===== src/include/decode_settings.svh =====
// Widths are fixed for the 32-bit core, so changing them also means moving the instruction fields.
`ifndef DECODE_SETTINGS_SVH
`define DECODE_SETTINGS_SVH

// data path and program counter width.
`define DATA_W 32

// register number width and register count, which must agree.
`define REG_ADDR_W 5
`define REG_COUNT 32

`define OPCODE_W 6 // top bits of every instruction.

`endif


===== src/source/decode_pkg.sv =====
// Enum encodings must match the execute stage, and any opcode not listed here decodes as a NOP.
`include "decode_settings.svh"

package decode_pkg;

	// the opcode sits in bits 31 to 26 and dest in bits 25 to 21.
	// src1 is bits 20 to 16 and src2 is bits 15 to 11.
	// the immediate overlaps src2 and is bits 15 to 0, sign-extended.
	localparam int opcode_lsb = 26;
	localparam int dest_lsb = 21;
	localparam int src1_lsb = 16;
	localparam int src2_lsb = 11;
	localparam int imm_w = 16;

	localparam logic [`OPCODE_W-1:0] op_nop = 'd0;
	localparam logic [`OPCODE_W-1:0] op_add = 'd1;
	localparam logic [`OPCODE_W-1:0] op_sub = 'd2;
	localparam logic [`OPCODE_W-1:0] op_and = 'd3;
	localparam logic [`OPCODE_W-1:0] op_or = 'd4;
	localparam logic [`OPCODE_W-1:0] op_xor = 'd5;
	localparam logic [`OPCODE_W-1:0] op_sll = 'd6;
	localparam logic [`OPCODE_W-1:0] op_srl = 'd7;
	localparam logic [`OPCODE_W-1:0] op_addi = 'd8;
	localparam logic [`OPCODE_W-1:0] op_subi = 'd9;
	localparam logic [`OPCODE_W-1:0] op_ld = 'd10; // address is src1 plus immediate.
	localparam logic [`OPCODE_W-1:0] op_st = 'd11; // store value comes from the dest field.
	localparam logic [`OPCODE_W-1:0] op_bez = 'd12;
	localparam logic [`OPCODE_W-1:0] op_bne = 'd13; // compares src1 against the dest field.
	localparam logic [`OPCODE_W-1:0] op_jmp = 'd14;

	typedef enum logic [3:0]
	{
		exe_nop = 4'd0,
		exe_add = 4'd1,
		exe_sub = 4'd2,
		exe_and = 4'd3,
		exe_or = 4'd4,
		exe_xor = 4'd5,
		exe_sll = 4'd6,
		exe_srl = 4'd7
	} exe_cmd_t;

	typedef enum logic [1:0]
	{
		br_none = 2'd0,
		br_bez = 2'd1,
		br_bne = 2'd2,
		br_jmp = 2'd3
	} br_type_t;

endpackage


===== src/source/control_decoder.sv =====
// Purely combinational, and every branch and memory opcode uses the immediate as operand b.
`timescale 1ns/100ps
`include "decode_settings.svh"

module control_decoder
(
	input logic [`DATA_W-1:0] instr,
	output logic [`REG_ADDR_W-1:0] src1_addr,
	output logic [`REG_ADDR_W-1:0] src2_addr,
	output logic [`REG_ADDR_W-1:0] dest_addr,
	output decode_pkg::exe_cmd_t exe_cmd,
	output decode_pkg::br_type_t br_type,
	output logic is_imm,
	output logic wb_en,
	output logic mem_r_en,
	output logic mem_w_en,
	output logic uses_src2
);

	logic [`OPCODE_W-1:0] opcode;
	logic src2_from_dest;

	assign opcode = instr[decode_pkg::opcode_lsb +: `OPCODE_W];
	assign dest_addr = instr[decode_pkg::dest_lsb +: `REG_ADDR_W];
	assign src1_addr = instr[decode_pkg::src1_lsb +: `REG_ADDR_W];

	// stores and bne read their second register through the dest field.
	assign src2_from_dest = (opcode == decode_pkg::op_st) || (opcode == decode_pkg::op_bne);
	assign src2_addr = src2_from_dest ? dest_addr : instr[decode_pkg::src2_lsb +: `REG_ADDR_W];

	always_comb
	begin
		case (opcode)
			decode_pkg::op_add: exe_cmd = decode_pkg::exe_add;
			decode_pkg::op_sub: exe_cmd = decode_pkg::exe_sub;
			decode_pkg::op_and: exe_cmd = decode_pkg::exe_and;
			decode_pkg::op_or: exe_cmd = decode_pkg::exe_or;
			decode_pkg::op_xor: exe_cmd = decode_pkg::exe_xor;
			decode_pkg::op_sll: exe_cmd = decode_pkg::exe_sll;
			decode_pkg::op_srl: exe_cmd = decode_pkg::exe_srl;
			decode_pkg::op_addi: exe_cmd = decode_pkg::exe_add;
			decode_pkg::op_subi: exe_cmd = decode_pkg::exe_sub;
			decode_pkg::op_ld: exe_cmd = decode_pkg::exe_add; // address calculation.
			decode_pkg::op_st: exe_cmd = decode_pkg::exe_add;
			default: exe_cmd = decode_pkg::exe_nop;
		endcase
	end

	always_comb
	begin
		br_type = decode_pkg::br_none;
		is_imm = 1'b0;
		wb_en = 1'b0;
		mem_r_en = 1'b0;
		mem_w_en = 1'b0;
		uses_src2 = 1'b0;
		case (opcode)
			decode_pkg::op_add, decode_pkg::op_sub, decode_pkg::op_and, decode_pkg::op_or,
			decode_pkg::op_xor, decode_pkg::op_sll, decode_pkg::op_srl:
			begin
				wb_en = 1'b1;
				uses_src2 = 1'b1;
			end
			decode_pkg::op_addi, decode_pkg::op_subi:
			begin
				wb_en = 1'b1;
				is_imm = 1'b1;
			end
			decode_pkg::op_ld:
			begin
				wb_en = 1'b1;
				mem_r_en = 1'b1;
				is_imm = 1'b1;
			end
			decode_pkg::op_st:
			begin
				mem_w_en = 1'b1;
				is_imm = 1'b1;
				uses_src2 = 1'b1;
			end
			decode_pkg::op_bez:
			begin
				br_type = decode_pkg::br_bez;
				is_imm = 1'b1; // branch offset.
			end
			decode_pkg::op_bne:
			begin
				br_type = decode_pkg::br_bne;
				is_imm = 1'b1;
				uses_src2 = 1'b1;
			end
			decode_pkg::op_jmp:
			begin
				br_type = decode_pkg::br_jmp;
				is_imm = 1'b1;
			end
			default:
			begin
				// nop and undefined opcodes keep every control inactive.
			end
		endcase
	end

endmodule


===== src/source/register_file.sv =====
// Register 0 always reads zero and a read of the register being written returns the new value.
`timescale 1ns/100ps
`include "decode_settings.svh"

module register_file
(
	input logic clk,
	input logic arst_n,
	input logic wb_en,
	input logic [`REG_ADDR_W-1:0] wb_dest,
	input logic [`REG_ADDR_W-1:0] read1_addr,
	input logic [`REG_ADDR_W-1:0] read2_addr,
	input logic [`DATA_W-1:0] wb_value,
	output logic [`DATA_W-1:0] read1,
	output logic [`DATA_W-1:0] read2
);

	logic [`DATA_W-1:0] regs [`REG_COUNT];
	logic write_ok;
	logic bypass1;
	logic bypass2;

	assign write_ok = wb_en && (wb_dest != '0); // writes to register 0 are dropped.

	always_ff @(posedge clk or negedge arst_n)
	begin
		if (!arst_n)
		begin
			for (int i = 0; i < `REG_COUNT; i++)
				regs[i] <= '0;
		end
		else if (write_ok)
		begin
			regs[wb_dest] <= wb_value;
		end
	end

	// write-through so that decode sees a value retiring in this same cycle.
	assign bypass1 = write_ok && (wb_dest == read1_addr);
	assign bypass2 = write_ok && (wb_dest == read2_addr);

	assign read1 = (read1_addr == '0) ? '0 :
		bypass1 ? wb_value : regs[read1_addr];
	assign read2 = (read2_addr == '0) ? '0 :
		bypass2 ? wb_value : regs[read2_addr];

endmodule


===== src/source/hazard_unit.sv =====
// Detects load-use hazards only, since forwarding is assumed to cover every other dependency.
`timescale 1ns/100ps
`include "decode_settings.svh"

module hazard_unit
(
	input logic [`REG_ADDR_W-1:0] src1_addr,
	input logic [`REG_ADDR_W-1:0] src2_addr,
	input logic [`REG_ADDR_W-1:0] ex_dest,
	input logic uses_src2,
	input logic ex_mem_r_en,
	output logic stall
);

	logic load_in_ex;
	logic src1_match;
	logic src2_match;

	// a load into register 0 never creates a dependency.
	assign load_in_ex = ex_mem_r_en && (ex_dest != '0);

	assign src1_match = (src1_addr == ex_dest);
	assign src2_match = uses_src2 && (src2_addr == ex_dest); // immediate forms skip src2.

	// the bubble that follows clears ex_mem_r_en, so this lasts one cycle.
	assign stall = load_in_ex && (src1_match || src2_match);

endmodule


===== src/source/id_stage_reg.sv =====
// Stall and branch_taken both load a bubble on the next edge, and a bubble is all zeros.
`timescale 1ns/100ps
`include "decode_settings.svh"

module id_stage_reg
(
	input logic clk,
	input logic arst_n,
	input logic stall,
	input logic branch_taken,
	input logic [`REG_ADDR_W-1:0] src1_in,
	input logic [`REG_ADDR_W-1:0] src2_in,
	input logic [`REG_ADDR_W-1:0] dest_in,
	input logic [`DATA_W-1:0] readdata1_in,
	input logic [`DATA_W-1:0] readdata2_in,
	input logic [`DATA_W-1:0] immediate_in,
	input logic [`DATA_W-1:0] operand_b_in,
	input logic is_imm_in,
	input logic wb_en_in,
	input logic mem_r_en_in,
	input logic mem_w_en_in,
	input decode_pkg::br_type_t br_type_in,
	input decode_pkg::exe_cmd_t exe_cmd_in,
	input logic [`DATA_W-1:0] pc_in,
	output logic [`REG_ADDR_W-1:0] src1,
	output logic [`REG_ADDR_W-1:0] src2,
	output logic [`REG_ADDR_W-1:0] dest,
	output logic [`DATA_W-1:0] readdata1,
	output logic [`DATA_W-1:0] readdata2,
	output logic [`DATA_W-1:0] immediate,
	output logic [`DATA_W-1:0] operand_b,
	output logic is_imm,
	output logic wb_en,
	output logic mem_r_en,
	output logic mem_w_en,
	output decode_pkg::br_type_t br_type,
	output decode_pkg::exe_cmd_t exe_cmd,
	output logic [`DATA_W-1:0] pc
);

	logic flush;

	assign flush = stall || branch_taken;

	always_ff @(posedge clk or negedge arst_n)
	begin
		if (!arst_n)
		begin
			src1 <= '0;
			src2 <= '0;
			dest <= '0;
			readdata1 <= '0;
			readdata2 <= '0;
			immediate <= '0;
			operand_b <= '0;
			is_imm <= 1'b0;
			wb_en <= 1'b0;
			mem_r_en <= 1'b0;
			mem_w_en <= 1'b0;
			br_type <= decode_pkg::br_none;
			exe_cmd <= decode_pkg::exe_nop;
			pc <= '0;
		end
		else
		begin
			src1 <= flush ? '0 : src1_in;
			src2 <= flush ? '0 : src2_in;
			dest <= flush ? '0 : dest_in;
			readdata1 <= flush ? '0 : readdata1_in;
			readdata2 <= flush ? '0 : readdata2_in;
			immediate <= flush ? '0 : immediate_in;
			operand_b <= flush ? '0 : operand_b_in;
			is_imm <= flush ? 1'b0 : is_imm_in;
			wb_en <= flush ? 1'b0 : wb_en_in;
			mem_r_en <= flush ? 1'b0 : mem_r_en_in; // also releases the load-use stall.
			mem_w_en <= flush ? 1'b0 : mem_w_en_in;
			br_type <= flush ? decode_pkg::br_none : br_type_in;
			exe_cmd <= flush ? decode_pkg::exe_nop : exe_cmd_in;
			pc <= flush ? '0 : pc_in;
		end
	end

endmodule


===== src/source/decode_stage.sv =====
// Fetch must hold instr and pc while stall is high, and there is no forwarding in this stage.
`timescale 1ns/100ps
`include "decode_settings.svh"

module decode_stage
(
	input logic clk,
	input logic arst_n,
	input logic [`DATA_W-1:0] instr,
	input logic [`DATA_W-1:0] pc,
	input logic wb_en,
	input logic [`REG_ADDR_W-1:0] wb_dest,
	input logic [`DATA_W-1:0] wb_value,
	input logic branch_taken,
	output logic stall,
	output logic [`REG_ADDR_W-1:0] src1,
	output logic [`REG_ADDR_W-1:0] src2,
	output logic [`REG_ADDR_W-1:0] dest,
	output logic [`DATA_W-1:0] readdata1,
	output logic [`DATA_W-1:0] readdata2,
	output logic [`DATA_W-1:0] immediate,
	output logic [`DATA_W-1:0] operand_b,
	output logic is_imm,
	output logic wb_en_ex,
	output logic mem_r_en,
	output logic mem_w_en,
	output decode_pkg::br_type_t br_type,
	output decode_pkg::exe_cmd_t exe_cmd,
	output logic [`DATA_W-1:0] pc_ex
);

	logic [`REG_ADDR_W-1:0] src1_addr;
	logic [`REG_ADDR_W-1:0] src2_addr;
	logic [`REG_ADDR_W-1:0] dest_addr;
	decode_pkg::exe_cmd_t dec_exe_cmd;
	decode_pkg::br_type_t dec_br_type;
	logic dec_is_imm;
	logic dec_wb_en;
	logic dec_mem_r_en;
	logic dec_mem_w_en;
	logic uses_src2;
	logic [`DATA_W-1:0] read1;
	logic [`DATA_W-1:0] read2;
	logic [`DATA_W-1:0] imm_ext;
	logic [`DATA_W-1:0] op_b;

	control_decoder control_decoder_inst
	(
		.instr(instr),
		.src1_addr(src1_addr),
		.src2_addr(src2_addr),
		.dest_addr(dest_addr),
		.exe_cmd(dec_exe_cmd),
		.br_type(dec_br_type),
		.is_imm(dec_is_imm),
		.wb_en(dec_wb_en),
		.mem_r_en(dec_mem_r_en),
		.mem_w_en(dec_mem_w_en),
		.uses_src2(uses_src2)
	);

	register_file register_file_inst
	(
		.clk(clk),
		.arst_n(arst_n),
		.wb_en(wb_en),
		.wb_dest(wb_dest),
		.read1_addr(src1_addr),
		.read2_addr(src2_addr),
		.wb_value(wb_value),
		.read1(read1),
		.read2(read2)
	);

	// the execute stage's load is whatever sits in the ID/EX register now.
	hazard_unit hazard_unit_inst
	(
		.src1_addr(src1_addr),
		.src2_addr(src2_addr),
		.ex_dest(dest),
		.uses_src2(uses_src2),
		.ex_mem_r_en(mem_r_en),
		.stall(stall)
	);

	assign imm_ext = {{(`DATA_W - decode_pkg::imm_w){instr[decode_pkg::imm_w-1]}},
		instr[decode_pkg::imm_w-1:0]};
	assign op_b = dec_is_imm ? imm_ext : read2; // second ALU operand.

	id_stage_reg id_stage_reg_inst
	(
		.clk(clk),
		.arst_n(arst_n),
		.stall(stall),
		.branch_taken(branch_taken),
		.src1_in(src1_addr),
		.src2_in(src2_addr),
		.dest_in(dest_addr),
		.readdata1_in(read1),
		.readdata2_in(read2),
		.immediate_in(imm_ext),
		.operand_b_in(op_b),
		.is_imm_in(dec_is_imm),
		.wb_en_in(dec_wb_en),
		.mem_r_en_in(dec_mem_r_en),
		.mem_w_en_in(dec_mem_w_en),
		.br_type_in(dec_br_type),
		.exe_cmd_in(dec_exe_cmd),
		.pc_in(pc),
		.src1(src1),
		.src2(src2),
		.dest(dest),
		.readdata1(readdata1),
		.readdata2(readdata2),
		.immediate(immediate),
		.operand_b(operand_b),
		.is_imm(is_imm),
		.wb_en(wb_en_ex),
		.mem_r_en(mem_r_en),
		.mem_w_en(mem_w_en),
		.br_type(br_type),
		.exe_cmd(exe_cmd),
		.pc(pc_ex)
	);

endmodule


===== config.mk =====
export PLATFORM = sky130hd
export DESIGN_NAME = decode_stage
export DESIGN_NICKNAME = d
export VERILOG_FILES = /design/src/source/decode_pkg.sv /design/src/source/control_decoder.sv /design/src/source/register_file.sv /design/src/source/hazard_unit.sv /design/src/source/id_stage_reg.sv /design/src/source/decode_stage.sv
export VERILOG_INCLUDE_DIRS = /design/src /design/src/include
export SDC_FILE = /design/constraint.sdc
export NUM_CORES = 2
export LEC_CHECK = 0
export BUFFER_PORTS_ARGS = -buffer_cell sky130_fd_sc_hd__buf_2
export CORE_AREA = 4 4 467 469
export CTS_CLUSTER_DIAMETER = 60
export CTS_CLUSTER_SIZE = 20
export DETAILED_ROUTE_END_ITERATION = 10
export DIE_AREA = 0 0 471 473
export GPL_ROUTABILITY_DRIVEN = 0
export SLEW_MARGIN = 5
export SYNTH_ARGS = -nofsm -noshare
export SYNTH_HDL_FRONTEND = slang
export SYNTH_SLANG_ARGS = --single-unit
export TNS_END_PERCENT = 20

===== constraint.sdc =====
create_clock -name clk -period 5.45 [get_ports clk]
set_clock_uncertainty 0.2 [all_clocks]
set_input_delay 0 -clock clk [delete_from_list [all_inputs] [get_ports clk]]
set_output_delay 0 -clock clk [all_outputs]
set_load 0.005 [all_outputs]

== Word-level counts from Yosys, hierarchy flattened ==
Memories as Yosys holds them, arrays and structs flattened.
Cells that the tools add are included.
Widths: inputs -> output; s select.
Word-level totals
  bits in latches: 0
  register bits: 1209
  RAM bits: 0
  memory bits (read-only): 48
  memories kept: 1
  word-level logic and storage cells: 126
Memory list
  (no name shown): depth 16, width 3, read ports 1, clocked after Yosys merged registers in 0, wr ports 0, line control_decoder.sv:33  | case (opcode)
Operators by class
  magnitude comparators: 4
  mux-type cells: 36
  bitwise logic cells: 3
  divide/modulo/power cells: 0
  equal/unequal tests: 18
  reduce and logical (&&, ||, !) cells: 18
  $add $sub $neg: 0
  multiply operators: 0
  shifts and indexed selects: 0
Operators by type and width (count)
  $bwmux 1024: 1
  $mux 32: 15
  $bmux 32 s5: 2
  $demux 32 s5: 1
  $eq 6x4->1 const B: 7
  $eq 6x3->1 const B: 4
  $eq 5x5->1: 4
  $mux 5: 4
  $ge 6x6->1 const B: 3
  $not 5->6: 3
  $eq 6x2->1 const B: 2
  $logic_not 5->1: 2
  $reduce_bool 5->1: 2
  $reduce_or 10->1: 1
  $mux 1: 9
  $reduce_or 9->1: 1
  $mux 4: 2
  $logic_and 1x1->1: 7
  $reduce_or 7->1: 1
  $eq 6x1->1 const B: 1
  $lt 6x1->1 const B: 1
  $pmux 2 s3: 1
  $logic_or 1x1->1: 3
  $logic_not 2->1: 1
  $mux 2: 1

== Depth between registers and ports, before layout ==
  word-level depth: 11
  gate-level depth with buffers: 15

== Cells and area by module ==
From an unflattened synthesis, not the netlist that was laid out.
Unflattened totals
  cell total of the unflattened synthesis: 4336
  area total of the unflattened synthesis: 64229.1 um^2
Modules (own cells, without submodules)
  register_file: times used 1, cells an instance 3820, area an instance 55989.9 um^2, sequential area each 25624.6 um^2
  id_stage_reg: times used 1, cells an instance 412, area an instance 7198.2 um^2, sequential area each 4629.4 um^2
  decode_stage: times used 1, cells an instance 37, area an instance 549.3 um^2, sequential area each 0.0 um^2
  control_decoder: times used 1, cells an instance 50, area an instance 359.1 um^2, sequential area each 0.0 um^2
  hazard_unit: times used 1, cells an instance 17, area an instance 132.6 um^2, sequential area each 0.0 um^2

== Worst setup path after synthesis ==
Ideal clock, no wire load.
  path kind: input port to flip-flop
  start: input instr[29]
  end: register id_stage_reg_inst.operand_b[18]
  path buffers: 5
  slack: 2665 ps
  arrival: 2439 ps
  cell stages on the path: 13
  cell sequence: buf_4 > nand4bb_1 > buf_2 > nor2_2 > mux2_4 > buf_6 > buf_6 > buf_4 > mux2i_1 > o22ai_1 > or4_1 > a222oi_1 > a21oi_1
On the way
  word-level cells in the longest chain between the ends: 11
Ends and longest elaborated chain
  start: declaration: line decode_stage.sv:9  | input logic [`DATA_W-1:0] instr,
  $eq 6x4->1: line control_decoder.sv:28, control_decoder.sv:57
  $logic_or 1x1->1: line control_decoder.sv:28  | assign src2_from_dest = (opcode == decode_pkg::op_st) || (opcode == decode_pkg::op_bne);
  $mux 5: line control_decoder.sv:29  | assign src2_addr = src2_from_dest ? dest_addr : instr[decode_pkg::src2_lsb +: `REG_ADDR_W];
  $not 5->6 (not written as such): line register_file.sv:45  | bypass2 ? wb_value : regs[read2_addr];
  $bmux 32 s5: line register_file.sv:45
  $mux 32 (not written as such) (2 in series): line register_file.sv:45
  $mux 32: line register_file.sv:45
  $mux 32: line register_file.sv:44  | assign read2 = (read2_addr == '0) ? '0 :
  $mux 32: line decode_stage.sv:88  | assign op_b = dec_is_imm ? imm_ext : read2;
  $mux 32 (*): line id_stage_reg.sv:72  | operand_b <= flush ? '0 : operand_b_in;
  end signal: assignment: line id_stage_reg.sv:72
  end: declaration: line id_stage_reg.sv:31  | output logic [`DATA_W-1:0] operand_b,
Mark *: on every way between the ends. The rest lies on a longest branch, timed or not. The select of a mux whose other input is x is not followed.
A chain may end at the register's enable or synchronous reset.

== Worst setup path after layout ==
  start: input instr[29]
  end: register id_stage_reg_inst.operand_b[0]
The elaborated chain is that of the path after synthesis.

==> impl_metrics.csv <==
group,metric,value,unit
run_status,status,"finished, final reports clean",
timing,rsz0062_at_grt,"false",
die,io_pins,291,
synthesis,syn_area,0.0618,mm^2
grt,top_usage_layer,"met2",
grt,grt_max_degree,171,
routing,wl,220,mm
synthesis,synth_top_cells_by_area,"dfrtp_1, mux2_2, mux4_2, mux2i_1, o22ai_1",
grt,gr-usage-met2,0.328,
routing,wl_per_cell,28.9,um
layout,final_cells,7627,
place,dp_slack,1.33,ns
grt,grt_pass1_vias,43926,
routing,drtIter0Drc,4381,
synthesis,syn_inst,4497,
power_and_ir_drop,pwr-share-comb,0.210,
setup_path,critPathMaxFanout,40,
grt,grt_overflow,0,
power_and_ir_drop,power.share.sequential,0.469,
synthesis,synth_top_cell_by_area,"dfrtp_1",
die,rows,170,
power_and_ir_drop,power_switching_share,0.299,
synthesis,synth_nets,4602,
timing,hold_violations,0,
synthesis,yosysUniqueCellTypes,69,
synthesis,synth_area_per_cell,13.7,um^2
cts,cts_num_sinks,1192,
routing,drc,0,
cts,cts-root-buf,"clkbuf_16",
timing,finalSetupViolations,0,
power_and_ir_drop,p_switching,7.41,mW
cts,clk_latency,0.76,ns
layout,final.fill_count,20937,
worst_hold_path,whs_path_depth,4,
power_and_ir_drop,clockPowerShare,0.321,
timing,setup_ws,0.220,ns
cts,cts_setup_buffers,0,
die,fp.coreArea,0.214,mm^2
synthesis,synth_edf_count,0,
timing,maxSlewHeadroom,0.127,
routing,ant_nets,0,
power_and_ir_drop,p_leak,31.7,nW
synthesis,synth_top_area_frac,0.482,
timing,layout_min_cycle_time,5.23,ns
die,start_util,0.289,
grt,grt_use_total,0.192,
timing,tightest_slew,1.31,ns
setup_path,r2r_slack,0.70,ns
synthesis,yosys_warnings,0,
layout,syn2layout_area_growth,16.1,%
die,dieArea,0.223,mm^2
setup_path,crit_path_start_kind,"input pin",
setup_path,worstPathRequired,5.88,ns
setup_path,crit_path_end_kind,"flop",
synthesis,synth-seq-cells,1192,
setup_path,worstSetupPathType,"in -> reg",
routing,viasPerCell,5.59,
layout,nets,4807,
routing,vias,42637,
setup_path,reg2reg_depth,11,
power_and_ir_drop,vdd_ir_drop_max,0.260,mV
timing,fmax,191,MHz
setup_path,arrival,5.66,ns
setup_path,timing.rr.end,"id_stage_reg_inst.mem_r_en",
synthesis,synth-main-ff-cell,"dfrtp_1",
routing,dr.pass1.iters,8,
worst_hold_path,min_from,"instr[10]",
grt,antenna_found_initial,9,
synthesis,synthArstFlopShare,1.00,
run,max_cap_viol_count,0,
die,die_x,471,um
timing,period_share,0.960,
timing,fin_tns_setup,0,ns
cts,cts_buffers,100,
cts,tritoncts,"built",
die,die_h,473,um
place,place_hpwl,133,mm
worst_hold_path,hold_class,"in -> reg",
grt,met1_usage,0.234,
cts,cts_buffer_depth,3,
power_and_ir_drop,p_int,17.4,mW
cts,h-tree-depth,3,
power_and_ir_drop,power.density,345,mW/mm^2
grt,met3_usage,0.0280,
setup_path,startpoint,"instr[29]",
place,port_buffers,289,
setup_path,timing.rr.start,"id_stage_reg_inst.dest[0]",
synthesis,yosysSeqAreaShare,0.482,
place,place_inst,7254,
grt,grt_pass1_wl,319,mm
layout,layout-drive-gt1-share,0.417,
worst_hold_path,min_to,"id_stage_reg_inst.operand_b[10]",
timing,finalMaxSlewViolations,0,
cts,cts.clk_slew.worst_paths,0.08,ns
-- worst max-delay path: stages --
cell and delay [ns]:
dlygate4sd3_1 0.52, dlygate4sd3_1 0.56, buf_2 0.21, and4bb_2 0.33, buf_4 0.46, a21oi_1 0.13
a21oi_1 0.32, xnor2_1 0.14, o41a_2 0.82, nand2b_4 0.38, buf_4 0.40, o22a_1 0.17
dlygate4sd3_1 0.55, o31ai_1 0.07, dlygate4sd3_1 0.58
-- metal layers --
metal	part of all wire	vias up
met5	0.00010	-
met4	0.061	4
met3	0.057	558
met2	0.49	1736
met1	0.39	22867
li1	-	17472
-- logic make-up (layout without fill, tap and decap cells) --
| logic type | Yosys count | in the layout | synth area share |
|---|---|---|---|
| mux | 1829 | 1829 | 0.381 |
| xor+xnor | 15 | 15 | 0.00273 |
| flops | 1192 | 1192 | 0.482 |
| other cells | 1 | 5 | 0.0000607 |
| buf+inv | 522 | 810 | 0.0362 |
| compound gates | 530 | 530 | 0.0612 |
| simple gates | 408 | 408 | 0.0360 |
-- power groups by stage --
stage                     registers [mW]  logic (mW)  clock network [mW]
final                               11.6        5.20                7.96
after floorplan                     11.3        3.58                   0
after global routing                11.8        5.53                8.46
after detailed placement            11.7        5.06                   0
after CTS                           11.6        5.19                8.12
after global placement              11.7        4.98                   0
-- cells in the final DEF (no fill, tap or decap), types with 17 or more instances in the layout --
cell type	Yosys	routed
a211oi_1	64	64
a21oi_1	84	84
a222oi_1	17	17
a311oi_1	30	30
and2_1	58	58
buf_12	0	28
buf_2	60	283
buf_4	30	115
clkbuf_16	0	104
dfrtp_1	1192	1192
dlygate4sd3_1	0	183
mux2_2	1007	1007
mux2i_1	501	501
mux4_2	320	320
nand2_1	71	56
nand2b_1	63	62
nand3b_1	19	19
nor2_1	89	76
o22a_1	30	30
o22ai_1	214	214
or4_1	51	51
-- cells in the mapped netlist, types with 2 or more instances --
master    number
dfrtp_1     1192
mux2_2      1007
mux2i_1      501
mux4_2       320
clkbuf_1     318
o22ai_1      214
buf_1         90
nor2_1        89
a21oi_1       84
nand2_1       71
a211oi_1      64
nand2b_1      63
buf_2         60
and2_1        58
or4_1         51
a311oi_1      30
buf_4         30
o22a_1        30
nand3b_1      19
a222oi_1      17
nand3_1       17
o31a_1        16
a2bb2o_1      15
o221ai_1      15
o31ai_1       15
buf_6         12
nor3_1        12
inv_1         10
xor2_1         8
nor4_1         6
a41oi_2        5
o21ai_0        5
xnor2_1        5
or3_1          4
and3_1         3
nand4_1        3
a22oi_1        2
nor3b_1        2
o211ai_1       2
o41a_1         2
or2_2          2
-- registers in the layout (all words and copies together), names as in the netlist, 2 cells and up --
register / cells
register_file_inst.regs: 1024
id_stage_reg_inst.operand_b: 32
id_stage_reg_inst.pc: 32
id_stage_reg_inst.readdata1: 32
id_stage_reg_inst.readdata2: 32
id_stage_reg_inst.immediate: 16
id_stage_reg_inst.dest: 5
id_stage_reg_inst.src1: 5
id_stage_reg_inst.src2: 5
id_stage_reg_inst.exe_cmd: 3
id_stage_reg_inst.br_type: 2
-- final cells by class --
class | instances | area (um^2) | area share
antenna | 4 | 10.0 | 0.000139
timing repair buffer | 614 | 4750 | 0.0662
sequential | 1192 | 29800 | 0.415
inverter | 11 | 41.3 | 0.000575
tap | 2838 | 3550 | 0.0495
clock inverter | 71 | 865 | 0.0120
clock buffer | 114 | 2720 | 0.0379
multi-input combinational | 2783 | 30000 | 0.418
-- worst max path at each step --
stage / end / cells past startpoint / slack (ns)
floorplan: id_stage_reg_inst.operand_b[18] / 13 / 2.66
CTS: id_stage_reg_inst.operand_b[5] / 15 / 0.10
global placement: id_stage_reg_inst.operand_b[12] / 10 / 1.34
global route: id_stage_reg_inst.operand_b[5] / 15 / 0.06
finish: id_stage_reg_inst.operand_b[0] / 15 / 0.22
detailed placement: id_stage_reg_inst.operand_b[12] / 10 / 1.33
-- per-stage QoR --
step                 util  total power, mW  hold WS [ns]  instance area (um^2)
global route        0.336             25.8        0.0407                 71800
finish              0.336             24.8        0.0492                 71800
global placement    0.310             16.6        -0.105                 66300
detailed placement  0.310             16.8       -0.0917                 66300
CTS                 0.335             24.9        0.0129                 71800
floorplan               -             14.9        -0.496                 61800
-- repair_timing --
action / 4_1_cts / 5_1_grt
endpoints found under the hold margin: 1874 / 8
endpoints found under the setup margin: 0 / 2
hold buffers: 183 / 1
resized for setup: 0 / 3
(Power assumes the default switching activity.)
